<file path="config.mk">
export PLATFORM = sky130hd
export DESIGN_NAME = sensor_i2c_top
export DESIGN_NICKNAME = d
export VERILOG_FILES = /design/src/sensi2c_pkg.sv /design/src/i2c_byte_if.sv /design/src/bit_engine.sv /design/src/byte_sequencer.sv /design/src/cmd_fifo.sv /design/src/ctrl_decode.sv /design/src/sensor_i2c_top.sv
export SDC_FILE = /design/constraint.sdc
export NUM_CORES = 1
export LEC_CHECK = 0
export BUFFER_PORTS_ARGS = -buffer_cell sky130_fd_sc_hd__buf_2
export CAP_MARGIN = 20
export CELL_PAD_IN_SITES_DETAIL_PLACEMENT = 0
export CELL_PAD_IN_SITES_GLOBAL_PLACEMENT = 1
export CORE_MARGIN = 2
export CORE_UTILIZATION = 40
export DETAILED_ROUTE_END_ITERATION = 7
export PLACE_DENSITY = 0.64
export RECOVER_POWER = 25
export SETUP_SLACK_MARGIN = 0.2
export SLEW_MARGIN = 20
export SYNTH_ARGS = -nofsm -noshare
export SYNTH_HDL_FRONTEND = slang
export SYNTH_SLANG_ARGS = --single-unit
</file>
<file path="constraint.sdc">
create_clock -name mclk -period 4.1 [get_ports mclk]
set_clock_uncertainty 0.15 [all_clocks]
set_input_delay 0.82 -clock mclk [delete_from_list [all_inputs] [get_ports mclk]]
set_output_delay 0.82 -clock mclk [all_outputs]
set_load 0.02 [all_outputs]
</file>
<file path="src/sensi2c_pkg.sv">
`default_nettype none

package sensi2c_pkg;

    localparam int WORD_W  = 32; // host word
    localparam int DLY_W   = 8;  // quarter delay field
    localparam int BYTES_W = 2;  // data bytes after slave address

    typedef logic [BYTES_W-1:0] byte_cnt_t;    // 0..3 data bytes
    typedef logic [DLY_W-1:0]   quarter_dly_t; // mclk cycles per quarter bit

    localparam quarter_dly_t DLY_DEFAULT   = 8'h64; // nominal 100 cycles
    localparam byte_cnt_t    BYTES_DEFAULT = 2'd3;
    localparam quarter_dly_t DLY_MIN       = 8'd2;  // smaller writes are held here

    // command word, slave address goes out first
    typedef struct packed {
        logic [7:0] slave_addr; // [31:24]
        logic [7:0] data2;
        logic [7:0] data1;
        logic [7:0] data0;      // [7:0], last on the wire
    } cmd_word_t;

    // control word, each field applies only with its set bit
    typedef struct packed {
        logic [WORD_W-16:0] rsvd;       // [31:15]
        logic               fifo_clear; // [14] drop all pending commands
        logic               run_set;    // [13]
        logic               run_val;    // [12]
        logic               bytes_set;  // [11]
        byte_cnt_t          bytes;      // [10:9]
        logic               dly_set;    // [8]
        quarter_dly_t       dly;        // [7:0]
    } ctrl_word_t;

    // one host word, meaning selected by wr_ctrl
    typedef union packed {
        cmd_word_t  cmd;
        ctrl_word_t ctrl;
    } host_word_u;

endpackage

`default_nettype wire

</file>
<file path="src/i2c_byte_if.sv">
`timescale 1ns/1ns
`default_nettype none

// framed bytes from sequencer to bit engine, valid/ready handshake
interface i2c_byte_if;
    logic       valid; // byte offered, held until taken
    logic [7:0] data;
    logic       first; // slave address byte
    logic       last;  // final byte of the command word
    logic       ready; // engine can take a byte

    modport src (output valid, data, first, last, input ready);
    modport snk (input valid, data, first, last, output ready);

endinterface

`default_nettype wire

</file>
<file path="src/bit_engine.sv">
`timescale 1ns/1ns
`default_nettype none

module bit_engine
    import sensi2c_pkg::*;
(
    input  logic         mclk,
    input  logic         reset_cmd,
    input  quarter_dly_t quarter_dly,
    i2c_byte_if.snk      byte_i,
    output logic         scl,           // push-pull
    output logic         sda_drive_low  // open drain pull-down
);

    localparam logic [1:0] ST_IDLE  = 2'd0;
    localparam logic [1:0] ST_START = 2'd1; // 3 quarters
    localparam logic [1:0] ST_DATA  = 2'd2; // 9 bits of 4 quarters
    localparam logic [1:0] ST_STOP  = 2'd3; // 3 quarters

    logic [1:0]   state;
    logic [1:0]   qtr;       // quarter inside start, bit or stop
    logic [3:0]   bit_idx;   // 0..7 data, 8 ack
    quarter_dly_t dly_cnt;   // quarter down counter
    logic [8:0]   sr;        // byte plus released ack bit
    logic         last_r;    // byte in flight ends the word
    logic         have_next; // next byte already taken during ack
    logic         qend;      // last cycle of a quarter
    logic         ack_slot;
    logic         xfer;

    assign qend     = (dly_cnt == quarter_dly_t'(1));
    assign ack_slot = (bit_idx == 4'd8);
    assign xfer     = byte_i.valid && byte_i.ready;

    // next byte only in the last ack quarter of a non-last byte
    assign byte_i.ready = (state == ST_IDLE) ||
                          ((state == ST_DATA) && ack_slot && (qtr == 2'd3) &&
                           !last_r && !have_next);

    always_ff @(posedge mclk) begin
        if (reset_cmd) begin
            dly_cnt <= DLY_DEFAULT;
        end else if ((state == ST_IDLE) || qend) begin
            dly_cnt <= quarter_dly; // delay picked up at every quarter
        end else begin
            dly_cnt <= dly_cnt - 1'b1;
        end
    end

    always_ff @(posedge mclk) begin
        if (reset_cmd) begin
            state     <= ST_IDLE;
            qtr       <= 2'd0;
            bit_idx   <= 4'd0;
            last_r    <= 1'b0;
            have_next <= 1'b0;
        end else begin
            if (xfer) begin
                last_r <= byte_i.last;
            end
            case (state)
                ST_IDLE: begin
                    if (xfer && byte_i.first) begin // address byte opens the word
                        state   <= ST_START;
                        qtr     <= 2'd0;
                        bit_idx <= 4'd0;
                    end
                end
                ST_START: begin
                    if (qend && (qtr == 2'd2)) begin
                        state <= ST_DATA;
                        qtr   <= 2'd0;
                    end else if (qend) begin
                        qtr <= qtr + 1'b1;
                    end
                end
                ST_DATA: begin
                    if (xfer) begin
                        have_next <= 1'b1;
                    end
                    if (qend) begin
                        if (qtr != 2'd3) begin
                            qtr <= qtr + 1'b1;
                        end else if (!ack_slot) begin
                            qtr     <= 2'd0;
                            bit_idx <= bit_idx + 1'b1;
                        end else if (have_next || xfer) begin
                            qtr       <= 2'd0; // straight into the next byte
                            bit_idx   <= 4'd0;
                            have_next <= 1'b0;
                        end else if (last_r) begin
                            state <= ST_STOP;
                            qtr   <= 2'd0;
                        end
                        // else scl stays low until the sequencer catches up
                    end
                end
                default: begin // ST_STOP
                    if (qend && (qtr == 2'd2)) begin
                        state <= ST_IDLE;
                        qtr   <= 2'd0;
                    end else if (qend) begin
                        qtr <= qtr + 1'b1;
                    end
                end
            endcase
        end
    end

    always_ff @(posedge mclk) begin
        if (xfer) begin
            sr <= {byte_i.data, 1'b1}; // trailing 1 releases sda in the ack slot
        end else if ((state == ST_DATA) && qend && (qtr == 2'd3) && !ack_slot) begin
            sr <= {sr[7:0], 1'b1};
        end
    end

    // outputs follow the quarter state one cycle later, quarter lengths unchanged
    always_ff @(posedge mclk) begin
        if (reset_cmd) begin
            scl           <= 1'b1;
            sda_drive_low <= 1'b0;
        end else begin
            case (state)
                ST_IDLE: begin
                    scl           <= 1'b1;
                    sda_drive_low <= 1'b0;
                end
                ST_START: begin
                    scl           <= (qtr != 2'd2);    // h h l
                    sda_drive_low <= (qtr != 2'd0);    // sda falls under high scl
                end
                ST_DATA: begin
                    scl <= (qtr == 2'd1) || (qtr == 2'd2); // l h h l
                    if (qtr == 2'd0) begin
                        sda_drive_low <= !sr[8];       // only change while scl low
                    end
                end
                default: begin // ST_STOP
                    scl           <= (qtr != 2'd0);    // l h h
                    sda_drive_low <= (qtr != 2'd2);    // sda rises under high scl
                end
            endcase
        end
    end

endmodule

`default_nettype wire

</file>
<file path="src/byte_sequencer.sv">
`timescale 1ns/1ns
`default_nettype none

module byte_sequencer
    import sensi2c_pkg::*;
(
    input  logic          mclk,
    input  logic          reset_cmd,
    input  logic          run_en,
    input  byte_cnt_t     byte_cnt,   // data bytes after the address
    input  logic          head_valid,
    input  cmd_word_t     head_word,
    output logic          head_ready,
    i2c_byte_if.src       byte_o
);

    logic      busy;    // a word is being sent
    logic      first_r; // address byte still pending
    byte_cnt_t left;    // data bytes after the current one
    cmd_word_t word_r;  // current byte sits in the top slot
    logic      pop;
    logic      xfer;

    assign head_ready = !busy && run_en;
    assign pop        = head_valid && head_ready;
    assign xfer       = byte_o.valid && byte_o.ready;

    assign byte_o.valid = busy;
    assign byte_o.data  = word_r.slave_addr;
    assign byte_o.first = first_r;
    assign byte_o.last  = (left == '0);

    always_ff @(posedge mclk) begin
        if (reset_cmd) begin
            busy    <= 1'b0;
            first_r <= 1'b0;
            left    <= '0;
        end else if (pop) begin
            busy    <= 1'b1;
            first_r <= 1'b1;
            left    <= byte_cnt; // count is frozen for this word
        end else if (xfer) begin
            first_r <= 1'b0;
            if (left == '0) begin
                busy <= 1'b0;    // word done, free for the next pop
            end else begin
                left <= left - 1'b1;
            end
        end
    end

    // msb first, shift the next byte up after each transfer
    always_ff @(posedge mclk) begin
        if (pop) begin
            word_r <= head_word;
        end else if (xfer) begin
            word_r <= {word_r.data2, word_r.data1, word_r.data0, 8'h00};
        end
    end

endmodule

`default_nettype wire

</file>
<file path="src/cmd_fifo.sv">
`timescale 1ns/1ns
`default_nettype none

module cmd_fifo
    import sensi2c_pkg::*;
#(
    parameter int FIFO_DEPTH_LOG2 = 3
) (
    input  logic      mclk,
    input  logic      reset_cmd,
    input  logic      fifo_clear, // empties the buffer, wins over a write
    input  logic      cmd_valid,
    input  cmd_word_t cmd_word,
    output logic      cmd_ready,
    output logic      head_valid,
    output cmd_word_t head_word,
    input  logic      head_ready
);

    localparam int DEPTH = 1 << FIFO_DEPTH_LOG2;

    cmd_word_t                mem [DEPTH];
    logic [FIFO_DEPTH_LOG2:0] wr_ptr; // extra msb tells full from empty
    logic [FIFO_DEPTH_LOG2:0] rd_ptr;
    logic                     full;
    logic                     push;
    logic                     pop;

    // same address, different wrap bit
    assign full = (wr_ptr[FIFO_DEPTH_LOG2] != rd_ptr[FIFO_DEPTH_LOG2]) &&
                  (wr_ptr[FIFO_DEPTH_LOG2-1:0] == rd_ptr[FIFO_DEPTH_LOG2-1:0]);

    assign cmd_ready  = !full;              // host back-pressure
    assign head_valid = (wr_ptr != rd_ptr);
    assign head_word  = mem[rd_ptr[FIFO_DEPTH_LOG2-1:0]]; // visible right after the write

    assign push = cmd_valid && !full;
    assign pop  = head_valid && head_ready;

    always_ff @(posedge mclk) begin
        if (reset_cmd || fifo_clear) begin
            wr_ptr <= '0;
            rd_ptr <= '0;
        end else begin
            if (push) begin
                wr_ptr <= wr_ptr + 1'b1;
            end
            if (pop) begin
                rd_ptr <= rd_ptr + 1'b1;
            end
        end
    end

    always_ff @(posedge mclk) begin
        if (push) begin
            mem[wr_ptr[FIFO_DEPTH_LOG2-1:0]] <= cmd_word; // stale slot after a clear is harmless
        end
    end

endmodule

`default_nettype wire

</file>
<file path="src/ctrl_decode.sv">
`timescale 1ns/1ns
`default_nettype none

module ctrl_decode
    import sensi2c_pkg::*;
(
    input  logic         mclk,
    input  logic         reset_cmd,
    input  logic         wr_valid,
    input  logic         wr_ctrl,     // word is a control word
    input  host_word_u   wr_data,
    output logic         wr_ready,
    output logic         cmd_valid,
    output cmd_word_t    cmd_word,
    input  logic         cmd_ready,
    output logic         fifo_clear,  // one cycle pulse
    output logic         run_en,
    output byte_cnt_t    byte_cnt,
    output quarter_dly_t quarter_dly
);

    ctrl_word_t ctrl;     // host word seen as control
    logic       ctrl_acc; // control word taken this cycle

    assign ctrl     = wr_data.ctrl;
    assign ctrl_acc = wr_valid && wr_ctrl; // control words never stall

    // commands go straight through to the FIFO
    assign wr_ready  = wr_ctrl || cmd_ready;
    assign cmd_valid = wr_valid && !wr_ctrl;
    assign cmd_word  = wr_data.cmd;

    always_ff @(posedge mclk) begin
        if (reset_cmd) begin
            fifo_clear  <= 1'b0;
            run_en      <= 1'b0;          // sequencer stopped after reset
            byte_cnt    <= BYTES_DEFAULT;
            quarter_dly <= DLY_DEFAULT;
        end else begin
            fifo_clear <= ctrl_acc && ctrl.fifo_clear;
            if (ctrl_acc && ctrl.run_set) begin
                run_en <= ctrl.run_val;
            end
            if (ctrl_acc && ctrl.bytes_set) begin
                byte_cnt <= ctrl.bytes;
            end
            if (ctrl_acc && ctrl.dly_set) begin
                // the bit engine needs at least two cycles per quarter
                quarter_dly <= (ctrl.dly < DLY_MIN) ? DLY_MIN : ctrl.dly;
            end
        end
    end

endmodule

`default_nettype wire

</file>
<file path="src/sensor_i2c_top.sv">
`timescale 1ns/1ns
`default_nettype none

module sensor_i2c_top
    import sensi2c_pkg::*;
(
    input  logic       mclk,
    input  logic       reset_cmd,
    input  logic       wr_valid,
    output logic       wr_ready,
    input  logic       wr_ctrl,       // 1 control word, 0 command word
    input  host_word_u wr_data,
    output logic       scl,
    output logic       sda_drive_low  // sda line is low when set
);

    logic         cmd_valid;
    logic         cmd_ready;
    cmd_word_t    cmd_word;
    logic         fifo_clear;
    logic         run_en;
    byte_cnt_t    byte_cnt;
    quarter_dly_t quarter_dly;
    logic         head_valid;
    logic         head_ready;
    cmd_word_t    head_word;

    i2c_byte_if byte_bus ();

    ctrl_decode u_ctrl_decode (
        .mclk        (mclk),
        .reset_cmd   (reset_cmd),
        .wr_valid    (wr_valid),
        .wr_ctrl     (wr_ctrl),
        .wr_data     (wr_data),
        .wr_ready    (wr_ready),
        .cmd_valid   (cmd_valid),
        .cmd_word    (cmd_word),
        .cmd_ready   (cmd_ready),
        .fifo_clear  (fifo_clear),
        .run_en      (run_en),
        .byte_cnt    (byte_cnt),
        .quarter_dly (quarter_dly)
    );

    cmd_fifo #(
        .FIFO_DEPTH_LOG2 (3)  // 8 commands
    ) u_cmd_fifo (
        .mclk       (mclk),
        .reset_cmd  (reset_cmd),
        .fifo_clear (fifo_clear),
        .cmd_valid  (cmd_valid),
        .cmd_word   (cmd_word),
        .cmd_ready  (cmd_ready),
        .head_valid (head_valid),
        .head_word  (head_word),
        .head_ready (head_ready)
    );

    byte_sequencer u_byte_sequencer (
        .mclk       (mclk),
        .reset_cmd  (reset_cmd),
        .run_en     (run_en),
        .byte_cnt   (byte_cnt),
        .head_valid (head_valid),
        .head_word  (head_word),
        .head_ready (head_ready),
        .byte_o     (byte_bus.src)
    );

    bit_engine u_bit_engine (
        .mclk          (mclk),
        .reset_cmd     (reset_cmd),
        .quarter_dly   (quarter_dly),
        .byte_i        (byte_bus.snk),
        .scl           (scl),
        .sda_drive_low (sda_drive_low)
    );

endmodule

`default_nettype wire

</file>
### Yosys cells after proc, flatten, opt, wreduce, memory -nomap -nowiden

Memory sizes are Yosys's and may differ from the RTL's. A register that Yosys moved wholly into a read port is not among the register bits.
Index checks and enable logic that the tools add are counted.

| word-level totals | value |
|---|---|
| register bits | 84 |
| RAM bits | 256 |
| bits of input ports | 36 |
| logic and storage cells | 151 |
| memories kept | 1 |

Memory list:

| memory | words | bits a word | rd ports | clocked after Yosys merged registers in | wr ports | line | text |
|---|---|---|---|---|---|---|---|
| u_cmd_fifo.mem | 8 | 32 | 1 | 1 | 1 | cmd_fifo.sv:22 | `cmd_word_t mem [DEPTH];` |

| cells by class | value |
|---|---|
| $add $sub $neg | 6 |
| magnitude comparators | 1 |
| equal/unequal tests | 23 |
| mux-type cells | 50 |
| reduce and logical (&&, ||, !) cells | 48 |

Operator list:

| kind | number |
|---|---|
| $mux W32 | 2 |
| $mux W2 | 19 |
| $logic_and A1 B1 Y1 | 20 |
| $mux W4 | 5 |
| $mux W9 | 2 |
| $mux W8 | 2 |
| $ne A2 B2 Y1 const B | 7 |
| $mux W1 | 13 |
| $add A4 B1 Y4 const B | 3 |
| $reduce_bool A2 Y1 | 5 |
| $eq A8 B1 Y1 const B | 1 |
| $lt A8 B2 Y1 const B | 1 |
| $ne A2 B1 Y1 const B | 4 |
| $pmux W4 S2 | 1 |
| $reduce_and A8 Y1 | 1 |
| $sub A8 B1 Y8 const B | 1 |
| $logic_not A1 Y1 | 7 |
| $eq A2 B2 Y1 const B | 3 |
| $logic_not A2 Y1 | 3 |
| $logic_or A1 B1 Y1 | 6 |
| $mux W3 | 2 |
| $pmux W1 S3 | 2 |
| $pmux W2 S3 | 1 |
| $reduce_bool A3 Y1 | 2 |
| 13 further kinds | 15 |

### Logic depth before layout (Yosys ltp)

| depth | value |
|---|---|
| word-level depth | 13 |
| gate-level depth with buffers | 8 |

### Hierarchy

From an unflattened synthesis, not the netlist that was laid out.

| second synthesis, totals | value |
|---|---|
| cells, all modules | 872 |
| area, all modules | 14522.7 um2 |

By module, submodules not included:

| module | instances | cells each | area an instance (um2) | seq. area each (um2) |
|---|---|---|---|---|
| cmd_fifo | 1 | 456 | 10521.3 | 7907.6 |
| bit_engine | 1 | 180 | 1682.9 | 640.6 |
| byte_sequencer | 1 | 151 | 1589.0 | 1041.0 |
| ctrl_decode | 1 | 85 | 729.4 | 240.2 |

### Worst setup path after synthesis

Ideal clock, no wire load.

| path | value |
|---|---|
| kind | input-to-reg |
| start point | input port wr_valid |
| end point | memory u_cmd_fifo.mem[4][0] (netlist name), enable pin |
| setup time | 468 ps |
| data arrival time | 3766 ps |
| required time | 3482 ps |
| path slack | -284 ps |
| stages on the path | 4 |
| buffers on the path | 0 |
| path through | nor2b_1 o41a_1 nand2b_1 nor3b_1 |

| on the way | value |
|---|---|
| word-level cells in the longest chain between the ends | 4 |

Ends and longest elaborated chain:

| item | line | text |
|---|---|---|
| start, declared | sensor_i2c_top.sv:9 | `input logic wr_valid,` |
| $logic_and A1 B1 Y1 | ctrl_decode.sv:30 | `assign cmd_valid = wr_valid && !wr_ctrl;` |
| $logic_and A1 B1 Y1 | cmd_fifo.sv:37 | `assign push = cmd_valid && !full;` |
| $mux W1 | cmd_fifo.sv:55 | `if (push) begin` |
| $mux W1 (implied by the code) | cmd_fifo.sv:56 | `mem[wr_ptr[FIFO_DEPTH_LOG2-1:0]] <= cmd_word;` |
| end, declared | cmd_fifo.sv:22 |  |

No other way between the ends.

### Worst setup path in the final report

| path | value |
|---|---|
| start point | register u_cmd_fifo.wr_ptr[1] |
| end point | output port wr_ready |

| on the way | value |
|---|---|
| word-level cells in the longest chain between the ends | 4 |

Ends and longest elaborated chain:

| item | line | text |
|---|---|---|
| start, declared | cmd_fifo.sv:23 | `logic [FIFO_DEPTH_LOG2:0] wr_ptr;` |
| start signal, assigned | cmd_fifo.sv:46 | `wr_ptr <= wr_ptr + 1'b1;` |
| $eq A3 B3 Y1 | cmd_fifo.sv:31 | `(wr_ptr[FIFO_DEPTH_LOG2-1:0] == rd_ptr[FIFO_DEPTH_LOG2-1:0]);` |
| $logic_and A1 B1 Y1 | cmd_fifo.sv:30 | `assign full = (wr_ptr[FIFO_DEPTH_LOG2] != rd_ptr[FIFO_DEPTH_LOG2]) &&` |
| $logic_not A1 Y1 | cmd_fifo.sv:33 | `assign cmd_ready = !full;` |
| $logic_or A1 B1 Y1 | ctrl_decode.sv:29 | `assign wr_ready = wr_ctrl \|\| cmd_ready;` |
| end, declared | sensor_i2c_top.sv:10 | `output logic wr_ready,` |

No other way between the ends.

==> results list <==
* Placement Rows: 67
* Ratio of final minimum period to clock period: 76.7%
- Initial antenna violation count: 0
* Main combinational cell family by area after synthesis: multiplexers
* Hold endpoint: u_ctrl_decode.quarter_dly[3]$_SDFFE_PP0P_
* Req. time, crit path: 3.13 ns
- For this design the total switching power over the nets is 1550 uW.
- In the final design database the tool counted 893 nets.
* Net Count, Synth: 833
- Max cap viols: 0
* Minimum period implied by the final worst setup slack: 3.15 ns
- Setup repair after global routing left no endpoint under its margin.
- Crit start category: flop
* Vert. Die Dim: 189 um
- Via count: 6966
- Summing the areas of all xor and xnor instances in the mapped netlist gives 0.769% of the synthesized area.
- Clock network latency to the later pin of the worst-skew pair: 0.53 ns
- Pint: 5760 uW
* Start of the worst register-to-register path: u_cmd_fifo.wr_ptr[1]$_SDFFE_PP0P_
- The first global-routing pass estimated 42500 um of wire.
- Post-detailed-route count of antenna-violating nets: 0
- Clock group share of total power: 42.2%
* Routability congestion estimate: 0.732
- The die covers 35600 um^2.
* Residual overflow from global routing: 0
- The synthesized netlist devotes 5.86% of its cell area to simple gates.
* Kind of end point of the critical path: output pin
- For this configuration, the core starts out at a cell density of 40.6%.
- Register clock-pin slew on the reported worst setup and hold paths: 0.06 ns
- TritonCTS created 38 clock buffers.
- R2R setup slack: 1.07 ns
* Slew at the pin with the worst max-slew slack: 1.06 ns
- Top-area cell type share of the netlist area: 65.1%
- Cell with the most instances after synthesis: sky130_fd_sc_hd__edfxtp_1
* Level count of the clock H-tree: 2
- R2R cell count: 5
* Complex-gate fraction of the synthesized area: 3.92%
- Before CTS, the worst setup slack after placement is 0.877 ns.
- Summing every instance area after synthesis gives 13700 um^2.
- Total routing resource utilization after global routing: 15.7%
- Headroom to the max-slew limit came out at 29.5%.
- Sink count of the clock tree: 343
- Count of unique library cells instantiated by Yosys: 53
* Top fanout value on the critical path: 11
- Gates resized, CTS repair: 0
* Vias in the first global route: 7225
* Top FF cell, synth: sky130_fd_sc_hd__edfxtp_1
- TritonCTS built the clock tree.
* Final Slew Violations: 0
* EDFF count, synth: 296
- Cell area power density: 468 nW/um^2
* Post-DP HPWL: 17000 um
* Root cell of the clock tree: sky130_fd_sc_hd__clkbuf_16
- Share of cell area taken by muxes after synthesis: 14.4%
* Post-CTS repair timing setup buffer count: 0
* Final hold violation count: 0
* Final std cell area, no fill: 15600 um^2
- Worst Hold Class: reg -> reg
- Critical Path Start: u_cmd_fifo.wr_ptr[1]$_SDFFE_PP0P_
- Final setup vio count: 0
* Number of remaining DRC errors: 0
* Number of hold-repair buffers added at the cts stage: 0
* Critical Path AT: 2.18 ns
- Startpoint of the tightest hold check path: u_ctrl_decode.quarter_dly[3]$_SDFFE_PP0P_
* Total of warnings raised by yosys: 0
- In the post-route analysis, the smallest setup slack over all paths is 0.953 ns.
* Status: completed
- Timing would allow up to 318 MHz.
- Gate power share: 4.8%
* Top cells by area in the synthesized netlist: sky130_fd_sc_hd__edfxtp_1 65%, sky130_fd_sc_hd__mux4_2 11%, sky130_fd_sc_hd__dfxtp_1 6.9%
- After Yosys synthesis, full adders, half adders and majority gates account for 1.28% of the synthesized area.
- Clk buf depth: 3
* Standby leakage power: 0.00498 uW
* Area Overhead vs Synth: 14.4%
* Core area: 33600 um^2
- Ratio of cells with drive above 1 in the final layout: 20.6%
- Per report_power, the sequential group accounts for 53.0% of the total.
- sky130_fd_sc_hd__edfxtp_1 takes more of the synthesized area than any other cell.
* Critical Setup Path Class: reg -> out
- Synthesis inferred 343 register bits.
- The number of antenna diodes in the final layout is 0.
- Once placement finished, the instance area stood at 14500 um^2.
- In this run switching power makes up 21.2% of total power.
* Number of detailed-route iterations in the first pass: 4
- Gate Count Post-Synth: 783
* Iteration-0 DRC count of the detailed router: 520
- The die is 189 um wide.
* Drt via density: 5.28
* Mean post-synth cell area: 17.4 um^2
- Entering global routing, the biggest net connects 39 pins.
- After synthesis, the share of flip-flops with an asynchronous set or reset is 0%.
- For this design the top-level I/O count stands at 39.
- Cell depth of the worst hold path: 2
- WL/cell: 20.8 um
* Routed WL: 27400 um
- Ranked by instance count, the synthesized netlist is headed by 296 x sky130_fd_sc_hd__edfxtp_1, 64 x sky130_fd_sc_hd__mux4_2, 59 x sky130_fd_sc_hd__nand2_1.
- Number of input and output port buffers inserted: 38
* Reg-to-Reg End: u_cmd_fifo.mem[3][5]$_DFFE_PP_
- For this run, the register share of the synthesized area comes to 71.9%.
- Across the VDD grid, the largest voltage drop is 0.000315 V.
-- area by class of cell --
class | instances | area (um^2)
fill | 2839 | 18000
sequential | 343 | 9840
multi-input combinational | 382 | 3640
clock buffer | 51 | 1040
tap | 448 | 561
timing repair buffer | 60 | 375
clock inverter | 18 | 106
inverter | 18 | 67.6
-- how the worst max path moves through the flow --
stage,to
floorplan,u_cmd_fifo.mem[4][0]$_DFFE_PP_
global placement,u_cmd_fifo.mem[3][3]$_DFFE_PP_
detailed placement,u_cmd_fifo.mem[3][5]$_DFFE_PP_
CTS,wr_ready
global route,u_bit_engine.sr[5]$_DFFE_PP_
finish,wr_ready
-- cell families (layout without fill, tap and decap cells) --
family	after synthesis	count (layout)
buffers and inverters	58	147
xor gates and xnor gates	12	12
and+or+nand+nor	158	158
muxes	116	116
AOI/OAI and AO/OA	82	82
DFF	343	343
adders and majority gates	14	14
-- per-stage QoR --
stage | utilization [%] | cells | setup TNS (ns) | total power (uW) | hold WS (ns)
3_5_place_dp | 43.1 | 1250 | 0 | 4310 | 0.308
6_report | 46.5 | 1320 | 0 | 7310 | 0.314
5_1_grt | 46.5 | 1320 | 0 | 7590 | 0.343
3_3_place_gp | 43.1 | 1250 | 0 | 4300 | 0.297
4_1_cts | 46.6 | 1319 | 0 | 7410 | 0.316
2_1_floorplan | - | 783 | -19.69 | 4180 | 0.283
-- critical path: stages (launching register included) --
cell	delay [ns]
sky130_fd_sc_hd__dfxtp_1	0.65
sky130_fd_sc_hd__xor2_1	0.23
sky130_fd_sc_hd__nor4_1	0.40
sky130_fd_sc_hd__nand2b_1	0.19
sky130_fd_sc_hd__buf_2	0.20
-- power by group through the flow --
stage                     Clock [uW]  Sequential [uW]  Combinational [uW]
after CTS                       3170             3880                 360
after detailed placement           0             3950                 359
final                           3090             3880                 352
after global routing            3310             3880                 393
after floorplan                    0             3940                 235
after global placement             0             3950                 349
-- flip-flops by register name, summed over array words and instances, names as in the netlist, 2 cells and up, named ones only --
name	flops
u_bit_engine.sr	8
u_ctrl_decode.byte_cnt	2
u_bit_engine.qtr	2
u_byte_sequencer.word_r	24
u_bit_engine.bit_idx	4
u_cmd_fifo.wr_ptr	4
u_cmd_fifo.rd_ptr	4
u_cmd_fifo.mem	256
u_bit_engine.state	2
u_byte_sequencer.left	2
u_ctrl_decode.quarter_dly	8
u_byte_sequencer.byte_o.data	8
u_bit_engine.dly_cnt	8
-- cells in the final DEF, fill, tap and decap left out, types with 18 or more instances in the layout --
master | netlist | routed
sky130_fd_sc_hd__a21oi_1 | 20 | 20
sky130_fd_sc_hd__clkbuf_1 | 20 | 32
sky130_fd_sc_hd__clkbuf_16 | 0 | 39
sky130_fd_sc_hd__dfxtp_1 | 47 | 44
sky130_fd_sc_hd__edfxtp_1 | 296 | 296
sky130_fd_sc_hd__inv_1 | 18 | 18
sky130_fd_sc_hd__mux2i_1 | 45 | 45
sky130_fd_sc_hd__mux4_2 | 64 | 64
sky130_fd_sc_hd__nand2_1 | 59 | 59
sky130_fd_sc_hd__nor2_1 | 27 | 26
sky130_fd_sc_hd__o21ai_0 | 34 | 34
-- per-layer routing --
layer	vias to the layer above	part of all wire, %	track usage [%]
met2	128	50	26.2
met5	-	0	0
li1	3208	-	-
met4	0	2.2	4.93
met3	47	3.7	2.53
met1	3583	44	21.3
Power figures use the tool's default switching activity.
